[src/design/ex_pkg.sv]
`default_nettype none

package ex_pkg;

    // Data path and instruction field widths
    localparam int xlen       = 32;
    localparam int reg_addr_w = 5;
    localparam int opcode_w   = 7;
    localparam int funct3_w   = 3;
    localparam int funct7_w   = 7;

    // RV32I major opcodes
    localparam logic [opcode_w-1:0] op_lui    = 7'b0110111;
    localparam logic [opcode_w-1:0] op_auipc  = 7'b0010111;
    localparam logic [opcode_w-1:0] op_jal    = 7'b1101111;
    localparam logic [opcode_w-1:0] op_jalr   = 7'b1100111;
    localparam logic [opcode_w-1:0] op_branch = 7'b1100011;
    localparam logic [opcode_w-1:0] op_load   = 7'b0000011;
    localparam logic [opcode_w-1:0] op_store  = 7'b0100011;
    localparam logic [opcode_w-1:0] op_op_imm = 7'b0010011;
    localparam logic [opcode_w-1:0] op_op     = 7'b0110011;

    // ALU operations
    // Low three bits follow funct3, bit 3 turns ADD into SUB and SRL into SRA
    typedef enum logic [3:0] {
        alu_add         = 4'd0,
        alu_sll         = 4'd1,
        alu_slt         = 4'd2,
        alu_sltu        = 4'd3,
        alu_xor         = 4'd4,
        alu_srl         = 4'd5,
        alu_or          = 4'd6,
        alu_and         = 4'd7,
        alu_sub         = 4'd8,
        alu_pass_b      = 4'd9,
        alu_jalr_target = 4'd10,
        alu_sra         = 4'd13
    } alu_op_e;

    // Branch conditions, conditional codes equal funct3
    typedef enum logic [2:0] {
        br_eq   = 3'd0,
        br_ne   = 3'd1,
        br_jump = 3'd2,
        br_none = 3'd3,
        br_lt   = 3'd4,
        br_ge   = 3'd5,
        br_ltu  = 3'd6,
        br_geu  = 3'd7
    } br_op_e;

endpackage

`default_nettype wire

[src/design/ex_if.sv]
`timescale 1ns/10ps
`default_nettype none

// Decoded instruction held in the ID/EX register
interface id_ex_if;
    import ex_pkg::*;

    logic                  valid;
    logic [xlen-1:0]       pc;
    logic [xlen-1:0]       data1;
    logic [xlen-1:0]       data2;
    logic [xlen-1:0]       imm;
    logic [opcode_w-1:0]   opcode;
    logic [funct3_w-1:0]   funct3;
    logic [funct7_w-1:0]   funct7;
    logic [reg_addr_w-1:0] rd;

    modport source (output valid, pc, data1, data2, imm, opcode, funct3, funct7, rd);
    modport sink   (input  valid, pc, data1, data2, imm, opcode, funct3, funct7, rd);
endinterface

// Execute results on their way to the EX/MEM register
interface ex_mem_if;
    import ex_pkg::*;

    logic                  valid;
    logic [xlen-1:0]       result;
    logic [xlen-1:0]       store_data;
    logic [reg_addr_w-1:0] rd;
    logic                  redirect;
    logic [xlen-1:0]       target;

    modport source (output valid, result, store_data, rd, redirect, target);
    modport sink   (input  valid, result, store_data, rd, redirect, target);
endinterface

`default_nettype wire

[src/design/branch_resolve.sv]
`timescale 1ns/10ps
`default_nettype none

module branch_resolve (
    id_ex_if.sink                   id_ex,
    input  ex_pkg::br_op_e          branch_alu_op,
    input  logic [ex_pkg::xlen-1:0] alu_result,
    ex_mem_if.source                ex_mem
);
    import ex_pkg::*;

    logic            taken;
    logic            is_jump;
    logic [xlen-1:0] link;

    assign is_jump = (branch_alu_op == br_jump);
    // Return address for JAL and JALR
    assign link    = id_ex.pc + xlen'(4);

    // Branch condition on the two register operands
    always_comb begin
        case (branch_alu_op)
            br_eq:   taken = (id_ex.data1 == id_ex.data2);
            br_ne:   taken = (id_ex.data1 != id_ex.data2);
            br_lt:   taken = ($signed(id_ex.data1) < $signed(id_ex.data2));
            br_ge:   taken = ($signed(id_ex.data1) >= $signed(id_ex.data2));
            br_ltu:  taken = (id_ex.data1 < id_ex.data2);
            br_geu:  taken = (id_ex.data1 >= id_ex.data2);
            br_jump: taken = 1'b1;
            default: taken = 1'b0;
        endcase
    end

    assign ex_mem.valid      = id_ex.valid;
    assign ex_mem.redirect   = id_ex.valid && taken;
    assign ex_mem.target     = alu_result;
    assign ex_mem.result     = is_jump ? link : alu_result;
    assign ex_mem.store_data = id_ex.data2;
    assign ex_mem.rd         = id_ex.rd;

endmodule

`default_nettype wire

[src/design/ex_alu.sv]
`timescale 1ns/10ps
`default_nettype none

module ex_alu (
    id_ex_if.sink                   id_ex,
    input  logic                    a_sel,
    input  logic                    b_sel,
    input  ex_pkg::alu_op_e         alu_op,
    output logic [ex_pkg::xlen-1:0] alu_result
);
    import ex_pkg::*;

    logic [xlen-1:0] op_a;
    logic [xlen-1:0] op_b;
    logic [xlen-1:0] sum;
    logic [4:0]      shamt;

    // Operand muxes
    assign op_a  = a_sel ? id_ex.pc : id_ex.data1;
    assign op_b  = b_sel ? id_ex.imm : id_ex.data2;

    // Shared adder, also feeds the jump and branch targets
    assign sum   = op_a + op_b;
    assign shamt = op_b[4:0];

    always_comb begin
        case (alu_op)
            alu_add:         alu_result = sum;
            alu_sub:         alu_result = op_a - op_b;
            alu_sll:         alu_result = op_a << shamt;
            alu_slt:         alu_result = xlen'($signed(op_a) < $signed(op_b));
            alu_sltu:        alu_result = xlen'(op_a < op_b);
            alu_xor:         alu_result = op_a ^ op_b;
            alu_srl:         alu_result = op_a >> shamt;
            alu_sra:         alu_result = $unsigned($signed(op_a) >>> shamt);
            alu_or:          alu_result = op_a | op_b;
            alu_and:         alu_result = op_a & op_b;
            // LUI, the immediate already sits in the upper bits
            alu_pass_b:      alu_result = op_b;
            // JALR clears the low target bit
            alu_jalr_target: alu_result = {sum[xlen-1:1], 1'b0};
            default:         alu_result = sum;
        endcase
    end

endmodule

`default_nettype wire

[src/design/ex_ctrl.sv]
`timescale 1ns/10ps
`default_nettype none

module ex_ctrl (
    input  logic [ex_pkg::opcode_w-1:0] opcode,
    input  logic [ex_pkg::funct3_w-1:0] funct3,
    input  logic [ex_pkg::funct7_w-1:0] funct7,
    // 0 selects data1, 1 selects pc
    output logic                        a_sel,
    // 0 selects data2, 1 selects imm
    output logic                        b_sel,
    output ex_pkg::br_op_e              branch_alu_op,
    output ex_pkg::alu_op_e             alu_op
);
    import ex_pkg::*;

    // Only AUIPC, JAL and branches start from the pc
    function automatic logic a_sel_dec(input logic [opcode_w-1:0] op);
        logic uses_pc;
        uses_pc = (op == op_auipc) || (op == op_jal) || (op == op_branch);
        return uses_pc;
    endfunction

    // Register-register ops are the only ones reading data2 into the ALU
    function automatic logic b_sel_dec(input logic [opcode_w-1:0] op);
        logic is_reg_reg;
        is_reg_reg = (op == op_op);
        return !is_reg_reg;
    endfunction

    function automatic br_op_e br_op_dec(input logic [opcode_w-1:0] op,
                                         input logic [funct3_w-1:0] f3);
        br_op_e sel;
        if (op == op_jal || op == op_jalr) begin
            sel = br_jump;
        end else if (op == op_branch) begin
            sel = br_op_e'(f3);
        end else begin
            sel = br_none;
        end
        return sel;
    endfunction

    function automatic alu_op_e alu_op_dec(input logic [opcode_w-1:0] op,
                                           input logic [funct3_w-1:0] f3,
                                           input logic [funct7_w-1:0] f7);
        alu_op_e sel;
        logic    is_arith;
        is_arith = (op == op_op) || (op == op_op_imm);
        if (op == op_lui) begin
            sel = alu_pass_b;
        end else if (op == op_jalr) begin
            sel = alu_jalr_target;
        end else if (is_arith) begin
            case (f3)
                // ADDI ignores funct7, its upper immediate bits land there
                3'b000:  sel = (op == op_op) ? alu_op_e'({f7[5], f3}) : alu_add;
                // SRL, SRLI, SRA, SRAI
                3'b101:  sel = alu_op_e'({f7[5], f3});
                default: sel = alu_op_e'({1'b0, f3});
            endcase
        end else begin
            // Loads, stores, AUIPC, JAL, branches and unknown opcodes add
            sel = alu_add;
        end
        return sel;
    endfunction

    assign a_sel         = a_sel_dec(opcode);
    assign b_sel         = b_sel_dec(opcode);
    assign branch_alu_op = br_op_dec(opcode, funct3);
    assign alu_op        = alu_op_dec(opcode, funct3, funct7);

endmodule

`default_nettype wire

[src/design/ex_mem_reg.sv]
`timescale 1ns/10ps
`default_nettype none

module ex_mem_reg (
    input  logic                          clk,
    input  logic                          reset,
    input  logic                          stall,
    ex_mem_if.sink                        ex_mem,
    output logic                          out_valid,
    output logic [ex_pkg::xlen-1:0]       out_result,
    output logic [ex_pkg::xlen-1:0]       out_store_data,
    output logic [ex_pkg::reg_addr_w-1:0] out_rd,
    output logic                          out_redirect,
    output logic [ex_pkg::xlen-1:0]       out_target
);
    import ex_pkg::*;

    // Control bits toward the memory stage
    always_ff @(posedge clk) begin
        if (reset) begin
            out_valid    <= 1'b0;
            out_redirect <= 1'b0;
        end else if (!stall) begin
            out_valid    <= ex_mem.valid;
            out_redirect <= ex_mem.redirect;
        end
    end

    // Result payload, held while stalled
    always_ff @(posedge clk) begin
        if (!stall) begin
            out_result     <= ex_mem.result;
            out_store_data <= ex_mem.store_data;
            out_rd         <= ex_mem.rd;
            out_target     <= ex_mem.target;
        end
    end

    // Also covers the stall hold, where both bits come from the previous cycle
    out_redirect_valid: assert property (@(posedge clk) disable iff (reset)
                                         out_redirect |-> out_valid)
        else $error("out_redirect without out_valid");

endmodule

`default_nettype wire

[src/design/ex_stage.sv]
`timescale 1ns/10ps
`default_nettype none

module ex_stage (
    input  logic                          clk,
    input  logic                          reset,
    input  logic                          stall,
    input  logic                          flush,
    input  logic                          in_valid,
    input  logic [ex_pkg::xlen-1:0]       pc,
    input  logic [ex_pkg::xlen-1:0]       data1,
    input  logic [ex_pkg::xlen-1:0]       data2,
    input  logic [ex_pkg::xlen-1:0]       imm,
    input  logic [ex_pkg::opcode_w-1:0]   opcode,
    input  logic [ex_pkg::funct3_w-1:0]   funct3,
    input  logic [ex_pkg::funct7_w-1:0]   funct7,
    input  logic [ex_pkg::reg_addr_w-1:0] rd,
    output logic                          out_valid,
    output logic [ex_pkg::xlen-1:0]       out_result,
    output logic [ex_pkg::xlen-1:0]       out_store_data,
    output logic [ex_pkg::reg_addr_w-1:0] out_rd,
    output logic                          out_redirect,
    output logic [ex_pkg::xlen-1:0]       out_target
);
    import ex_pkg::*;

    id_ex_if  id_ex_bus ();
    ex_mem_if ex_mem_bus ();

    logic            a_sel;
    logic            b_sel;
    alu_op_e         alu_op;
    br_op_e          branch_alu_op;
    logic [xlen-1:0] alu_result;

    // Input side
    id_ex_reg id_ex_reg_inst (
        .clk, .reset, .stall, .flush, .in_valid,
        .pc, .data1, .data2, .imm, .opcode, .funct3, .funct7, .rd,
        .id_ex (id_ex_bus.source)
    );

    // Execute logic
    ex_ctrl ex_ctrl_inst (
        .opcode (id_ex_bus.opcode),
        .funct3 (id_ex_bus.funct3),
        .funct7 (id_ex_bus.funct7),
        .a_sel, .b_sel, .branch_alu_op, .alu_op
    );

    ex_alu ex_alu_inst (
        .id_ex (id_ex_bus.sink),
        .a_sel, .b_sel, .alu_op, .alu_result
    );

    branch_resolve branch_resolve_inst (
        .id_ex  (id_ex_bus.sink),
        .branch_alu_op, .alu_result,
        .ex_mem (ex_mem_bus.source)
    );

    // Output side
    ex_mem_reg ex_mem_reg_inst (
        .clk, .reset, .stall,
        .ex_mem (ex_mem_bus.sink),
        .out_valid, .out_result, .out_store_data, .out_rd, .out_redirect, .out_target
    );

endmodule

`default_nettype wire

[src/design/id_ex_reg.sv]
`timescale 1ns/10ps
`default_nettype none

module id_ex_reg (
    input  logic                          clk,
    input  logic                          reset,
    input  logic                          stall,
    input  logic                          flush,
    input  logic                          in_valid,
    input  logic [ex_pkg::xlen-1:0]       pc,
    input  logic [ex_pkg::xlen-1:0]       data1,
    input  logic [ex_pkg::xlen-1:0]       data2,
    input  logic [ex_pkg::xlen-1:0]       imm,
    input  logic [ex_pkg::opcode_w-1:0]   opcode,
    input  logic [ex_pkg::funct3_w-1:0]   funct3,
    input  logic [ex_pkg::funct7_w-1:0]   funct7,
    input  logic [ex_pkg::reg_addr_w-1:0] rd,
    id_ex_if.source                       id_ex
);
    import ex_pkg::*;

    // Valid bit, flush wins over a new instruction
    always_ff @(posedge clk) begin
        if (reset) begin
            id_ex.valid <= 1'b0;
        end else if (!stall) begin
            id_ex.valid <= in_valid && !flush;
        end
    end

    // Instruction fields
    always_ff @(posedge clk) begin
        if (!stall) begin
            id_ex.pc     <= pc;
            id_ex.data1  <= data1;
            id_ex.data2  <= data2;
            id_ex.imm    <= imm;
            id_ex.opcode <= opcode;
            id_ex.funct3 <= funct3;
            id_ex.funct7 <= funct7;
            id_ex.rd     <= rd;
        end
    end

    valid_known: assert property (@(posedge clk) disable iff (reset) !$isunknown(id_ex.valid))
        else $error("id_ex valid is unknown after reset");

endmodule

`default_nettype wire

[config.mk]
export PLATFORM = sky130hd
export DESIGN_NAME = ex_stage
export DESIGN_NICKNAME = d
export VERILOG_FILES = /design/src/design/ex_pkg.sv /design/src/design/ex_if.sv /design/src/design/branch_resolve.sv /design/src/design/ex_alu.sv /design/src/design/ex_ctrl.sv /design/src/design/ex_mem_reg.sv /design/src/design/ex_stage.sv /design/src/design/id_ex_reg.sv
export SDC_FILE = /design/constraint.sdc
export NUM_CORES = 1
export LEC_CHECK = 0
export BUFFER_PORTS_ARGS = -buffer_cell sky130_fd_sc_hd__clkbuf_2
export CORE_ASPECT_RATIO = 1.4
export CORE_MARGIN = 5
export CORE_UTILIZATION = 60
export CTS_BUF_LIST = sky130_fd_sc_hd__clkbuf_8
export CTS_CLUSTER_SIZE = 10
export DETAILED_ROUTE_END_ITERATION = 16
export PLACE_DENSITY = 0.81
export SYNTH_ARGS = -nofsm -noshare
export SYNTH_HDL_FRONTEND = slang
export SYNTH_SLANG_ARGS = --single-unit
[constraint.sdc]
create_clock -name clk -period 16.25 [get_ports clk]
set_clock_uncertainty 0.2 [all_clocks]
set_input_delay 0 -clock clk [delete_from_list [all_inputs] [get_ports clk]]
set_output_delay 0 -clock clk [all_outputs]
set_load 0.05 [all_outputs]
==> reports/qor.yml, run 1 <==
placed_design:
  io_buffer_count: 251
  dp_hpwl_um: 85430
  place.gp.congestion: 1.170
clock_tree:
  cts.path.max_buffers: 3
  cts_max_level: 2
  cts_resized: 0
  cts_buffers: 39
  cts_setup_buffers: 0
  cts_root_buf: "clkbuf_8"
  clock_sinks: 248
floorplanning:
  dieHeight_um: 244.3
  dieWidth_um: 177.4
  num_io_pins: 258
  initial_core_util_pct: 60.95
  row_count: 85
yosys:
  synthTopCellsByCount: "324 x nand2_1, 245 x edfxtp_1, 185 x a21oi_1, 178 x o21ai_0, 174 x nor2_1"
  syn_area_per_cell_um2: 8.317
  yosysWarnings: 0
  ys.flop_type: "edfxtp_1"
  synth-seq-cells: 248
  netlist_instances: 2829
  synth.top_cell.area_share_pct: 31.27
  synth_xor_area_share_pct: 2.271
  synth_area_leaders: "edfxtp_1 31%, ha_1 7.4%, nand2_1 5.2%"
  synth_top_family_by_area: "compound AO/OA/AOI/OAI gates"
  yosysMostFrequentCell: "nand2_1"
  yosys.cell_types.count: 99
  synth_adder_area_share_pct: 7.615
  synth_edf_count: 245
  seq_area_frac_synth_pct: 31.52
  async_reset_ff_share_pct: 0
  synth.area.mux_share_pct: 5.600
  yosys.area.top_type: "edfxtp_1"
  synth_compound_area_share_pct: 26.43
  yosys.area_share.simple_pct: 20.10
  syn_area_um2: 23530
  synth.net_count: 3126
outcome:
  stop_stage: "global routing (5_1_grt)"
  error_line: "[ERROR GRT-0116] Global routing finished with congestion. Check the congestion regions in the DRC Viewer."
  status: "did not finish"
global_route:
  grt_max_degree: 89
  grt_pass1_vias: 31254
  grtUsageTotal_pct: 68.02
  grt_pass1_wl_um: 218100
  grt_overflow: 206
stage by stage:
stage | cells | setup slack [ns] | area, um2 | hold WS [ns] | util (%)
4_1_cts | 3809 | 9.014 | 28750 | 0.2277 | 74.48
3_5_place_dp | 3445 | 9.104 | 25020 | -0.02138 | 64.82
3_3_place_gp | 3445 | 9.213 | 25020 | -0.02229 | 64.82
2_1_floorplan | 2829 | 10.26 | 23530 | -0.1276 | -
routing by layer:
metal  GRT overflow  track usage (%)
met1              4            67.62
met2            123            88.10
met3              4            48.06
met4             75            66.95
met5              0            21.64
cells by family after synthesis:
family                     after synthesis
xor gates and xnor gates                61
adders and majority gates              142
AOI/OAI and AO/OA                      915
muxes                                  119
and+or+nand+nor                        981
DFF                                    248
buffers and inverters                  363
what timing repair did:
| action | in CTS |
|---|---|
| hold buffers | 296 |
| endpoints found under the hold margin | 233 |
| endpoints found under the setup margin | 0 |
==> run 2, diff against run 1 <==
CORE_ASPECT_RATIO = default   (was 1.4)
CORE_UTILIZATION = 40   (was 60)
CTS_BUF_LIST = default   (was sky130_fd_sc_hd__clkbuf_8)
CTS_CLUSTER_SIZE = default   (was 10)
PLACE_DENSITY = default   (was 0.81)
PLACE_DENSITY_LB_ADDON = 0.15   (was default)
==> run 2 against run 1 <==
  * Synthesized cell count unchanged
  * The flow now finishes without violations
  * Area after synthesis unchanged
==> reports/qor.yml, run 2 <==
timing:
  min_period_ns: 7.258
  finalSetupTns_ns: 0
  tightest_slew_ns: 1.295
  setup_violations: 0
  fmax_ghz: 0.1378
  final_max_slew_viol_count: 0
  rsz0062_at_grt: "no"
  max_slew_margin_pct: 13.27
  fin_crit_sh_pct: 44.67
  final-hold-violation-count: 0
routing:
  ant_nets: 0
  drt-initial-drc-count: 3412
  drt_first_pass_iters: 9
  vias_per_cell: 6.523
  vias: 26522
  post_drt_wl_per_cell_um: 32.15
  drcViolationCount: 0
  wirelength_um: 130700
setup_path:
  endpoint_kind: "flip-flop"
  crit_slowest_cell: "or4_1"
  critPathKind: "flip-flop to flip-flop"
  required_ns: 16.39
  max_stage_delay_ns: 0.70
  cp_max_fo: 41
  crit_chain: "and4b_2 > buf_4 > nand2_2 > mux2i_1 > inv_1 > ha_1 > a21o_1 > a221oi_1 > nor2_1 > a211oi_1 > a21oi_1 > a21bo_1 > a221oi_1 > o221ai_1 > or4_1 > mux2_2"
  crit_top_cell: "a221oi_1"
  crit_arrival_ns: 7.40
  cp-start-kind: "flip-flop"
power_and_ir_drop:
  power_switching_share_pct: 43.34
  p_leak_uw: 0.01186
  p_comb_share_pct: 44.2
  powerDensity_nw_per_um2: 91.09
  ir_drop_mv: 0.1277
  pwr-share-clk_pct: 23.4
  power_frac_seq_pct: 32.4
  intPower_uw: 1516
  switchingPower_uw: 1160
floorplanning:
  row_count: 89  # +4.7%
  initial_core_util_pct: 40.09  # -21 points
  die_area_um2: 63770
  dieHeight_um: 252.5  # +3.4%
  dieWidth_um: 252.5  # +42%
  num_io_pins: 258  # unchanged
  coreArea_um2: 58690
clock_tree:
  tritoncts: "built"
  cts.clk_slew.worst_paths_ns: 0.06
  cts_root_buf: "clkbuf_16"
  cts_resized: 0  # unchanged
  clock_sinks: 248  # unchanged
  cts_max_level: 1  # -1
  cts_buffers: 27  # -31%
  clock_latency_ns: 0.62
  cts.path.max_buffers: 3  # unchanged
global_route:
  grt_max_degree: 107
  grt_pass1_wl_um: 181800
  grt_overflow: 0
  antenna_found_initial: 3
  grt_pass1_vias: 24743
  grtUsageTotal_pct: 39.08
yosys:
  seq_area_frac_synth_pct: 31.52  # unchanged
  syn_area_um2: 23530  # unchanged
  ys.flop_type: "edfxtp_1"
  synth-seq-cells: 248  # unchanged
  syn_area_per_cell_um2: 8.317  # unchanged
  synth.top_cell.area_share_pct: 31.27  # unchanged
  synth_edf_count: 245  # unchanged
  synthTopCellsByCount: "324 x nand2_1, 245 x edfxtp_1, 185 x a21oi_1, 178 x o21ai_0, 174 x nor2_1"
  yosys.cell_types.count: 99  # unchanged
  netlist_instances: 2829  # unchanged
  yosysWarnings: 0  # unchanged
  yosysMostFrequentCell: "nand2_1"
  synth.net_count: 3126  # unchanged
  synth_area_leaders: "edfxtp_1 31%, ha_1 7.4%, nand2_1 5.2%"
  async_reset_ff_share_pct: 0  # unchanged
  yosys.area.top_type: "edfxtp_1"
placed_design:
  place.gp.congestion: 1.072  # -8.4%
  io_buffer_count: 251  # unchanged
  placed_cells: 3717  # +7.9%
  dp_hpwl_um: 95850  # +12%
finish:
  nets: 3566
  fin_cells: 4066
  layout_commonest_cell: "nand2_1"
  areaGrowthSynthToFinish_pct: 24.85
  layout_common_cells: "324 x nand2_1, 296 x dlygate4sd3_1, 251 x clkbuf_2"
  utilization_pct: 50.06
  drive_above_1_share_pct: 14.41
job:
  maxCapViolCount: 0
min_path:
  hp-class: "flip-flop to flip-flop"
outcome:
  status: "finished, final reports clean"
[run 2: cell counts after synthesis]
No cell type changed its count.
[run 2: repair_timing]
item / in CTS / in global routing
setup endpoints to repair: 0 / 0
endpoints found under the hold margin: 250 / 0
buffers inserted: 0 / 0
hold buffers: 296 / 0
[run 2: worst paths after layout]
path / from / endpoint / slack, ns / depth (start not counted)
max reg2reg: id_ex_reg_inst.id_ex.opcode[6] / ex_mem_reg_inst.out_result[21] / 8.99 / 16
max: id_ex_reg_inst.id_ex.opcode[6] / ex_mem_reg_inst.out_result[21] / 8.99 / 16
min: id_ex_reg_inst.id_ex.rd[4] / ex_mem_reg_inst.out_rd[4] / 0.22 / 0
min reg2reg: id_ex_reg_inst.id_ex.rd[4] / ex_mem_reg_inst.out_rd[4] / 0.22 / 0
[run 2: power by group through the flow]
stage,clock [uW],combinational [uW],sequential [uW]
2_1_floorplan,0,553,993
6_report,625,1180,867
4_1_cts,630,1140,864
5_1_grt,659,1230,870
3_3_place_gp,0,1080,874
3_5_place_dp,0,1080,876
[run 2: layer usage]
layer / part of all wire, % / global-route usage [%]
met2: 41 / 56.89
met3: 11 / 9.817
met5: 0.0092 / 0
met1: 40 / 52.67
met4: 7.7 / 22.70
[run 2: kinds of logic after synthesis]
| kind of cell | Yosys count | share of synthesized area, % |
|---|---|---|
| adders and majority gates | 142 | 7.615 |
| muxes | 119 | 5.600 |
| AOI/OAI and AO/OA | 915 | 26.43 |
| xor gates and xnor gates | 61 | 2.271 |
| DFF | 248 | 31.52 |
| buffers and inverters | 363 | 6.461 |
| and+or+nand+nor | 981 | 20.10 |
[run 2: per-stage QoR]
step / setup WS, ns / cell area, um2 / hold slack (ns) / power [uW]
final: 8.992 / 29380 / 0.2181 / 2676
after global routing: 8.708 / 29370 / 0.2364 / 2758
after CTS: 9.205 / 29370 / 0.2189 / 2637
after detailed placement: 9.245 / 25540 / -0.02137 / 1961
after global placement: 9.373 / 25540 / -0.02206 / 1953
after floorplan: 10.26 / 23530 / -0.1276 / 1546
[run 2: worst max-delay path, delay by kind of cell (launching register included)]
kind | cells | cell delay, ns
compound gates | 7 | 2.29
simple gates | 4 | 1.99
mux | 2 | 0.92
buf+inv | 2 | 0.63
fa+ha+maj | 1 | 0.47
flops | 1 | 0.46
[run 2: layout make-up]
type,instances,area [um2]
clock buffer,34,701.9
sequential,248,7417
tap,773,967.2
antenna,3,7.507
clock inverter,16,167.7
multi-input combinational,2218,14710
timing repair buffer,634,4872
fill,5540,29310
inverter,140,533.0
No activity file was read; power rests on OpenSTA's default activity.
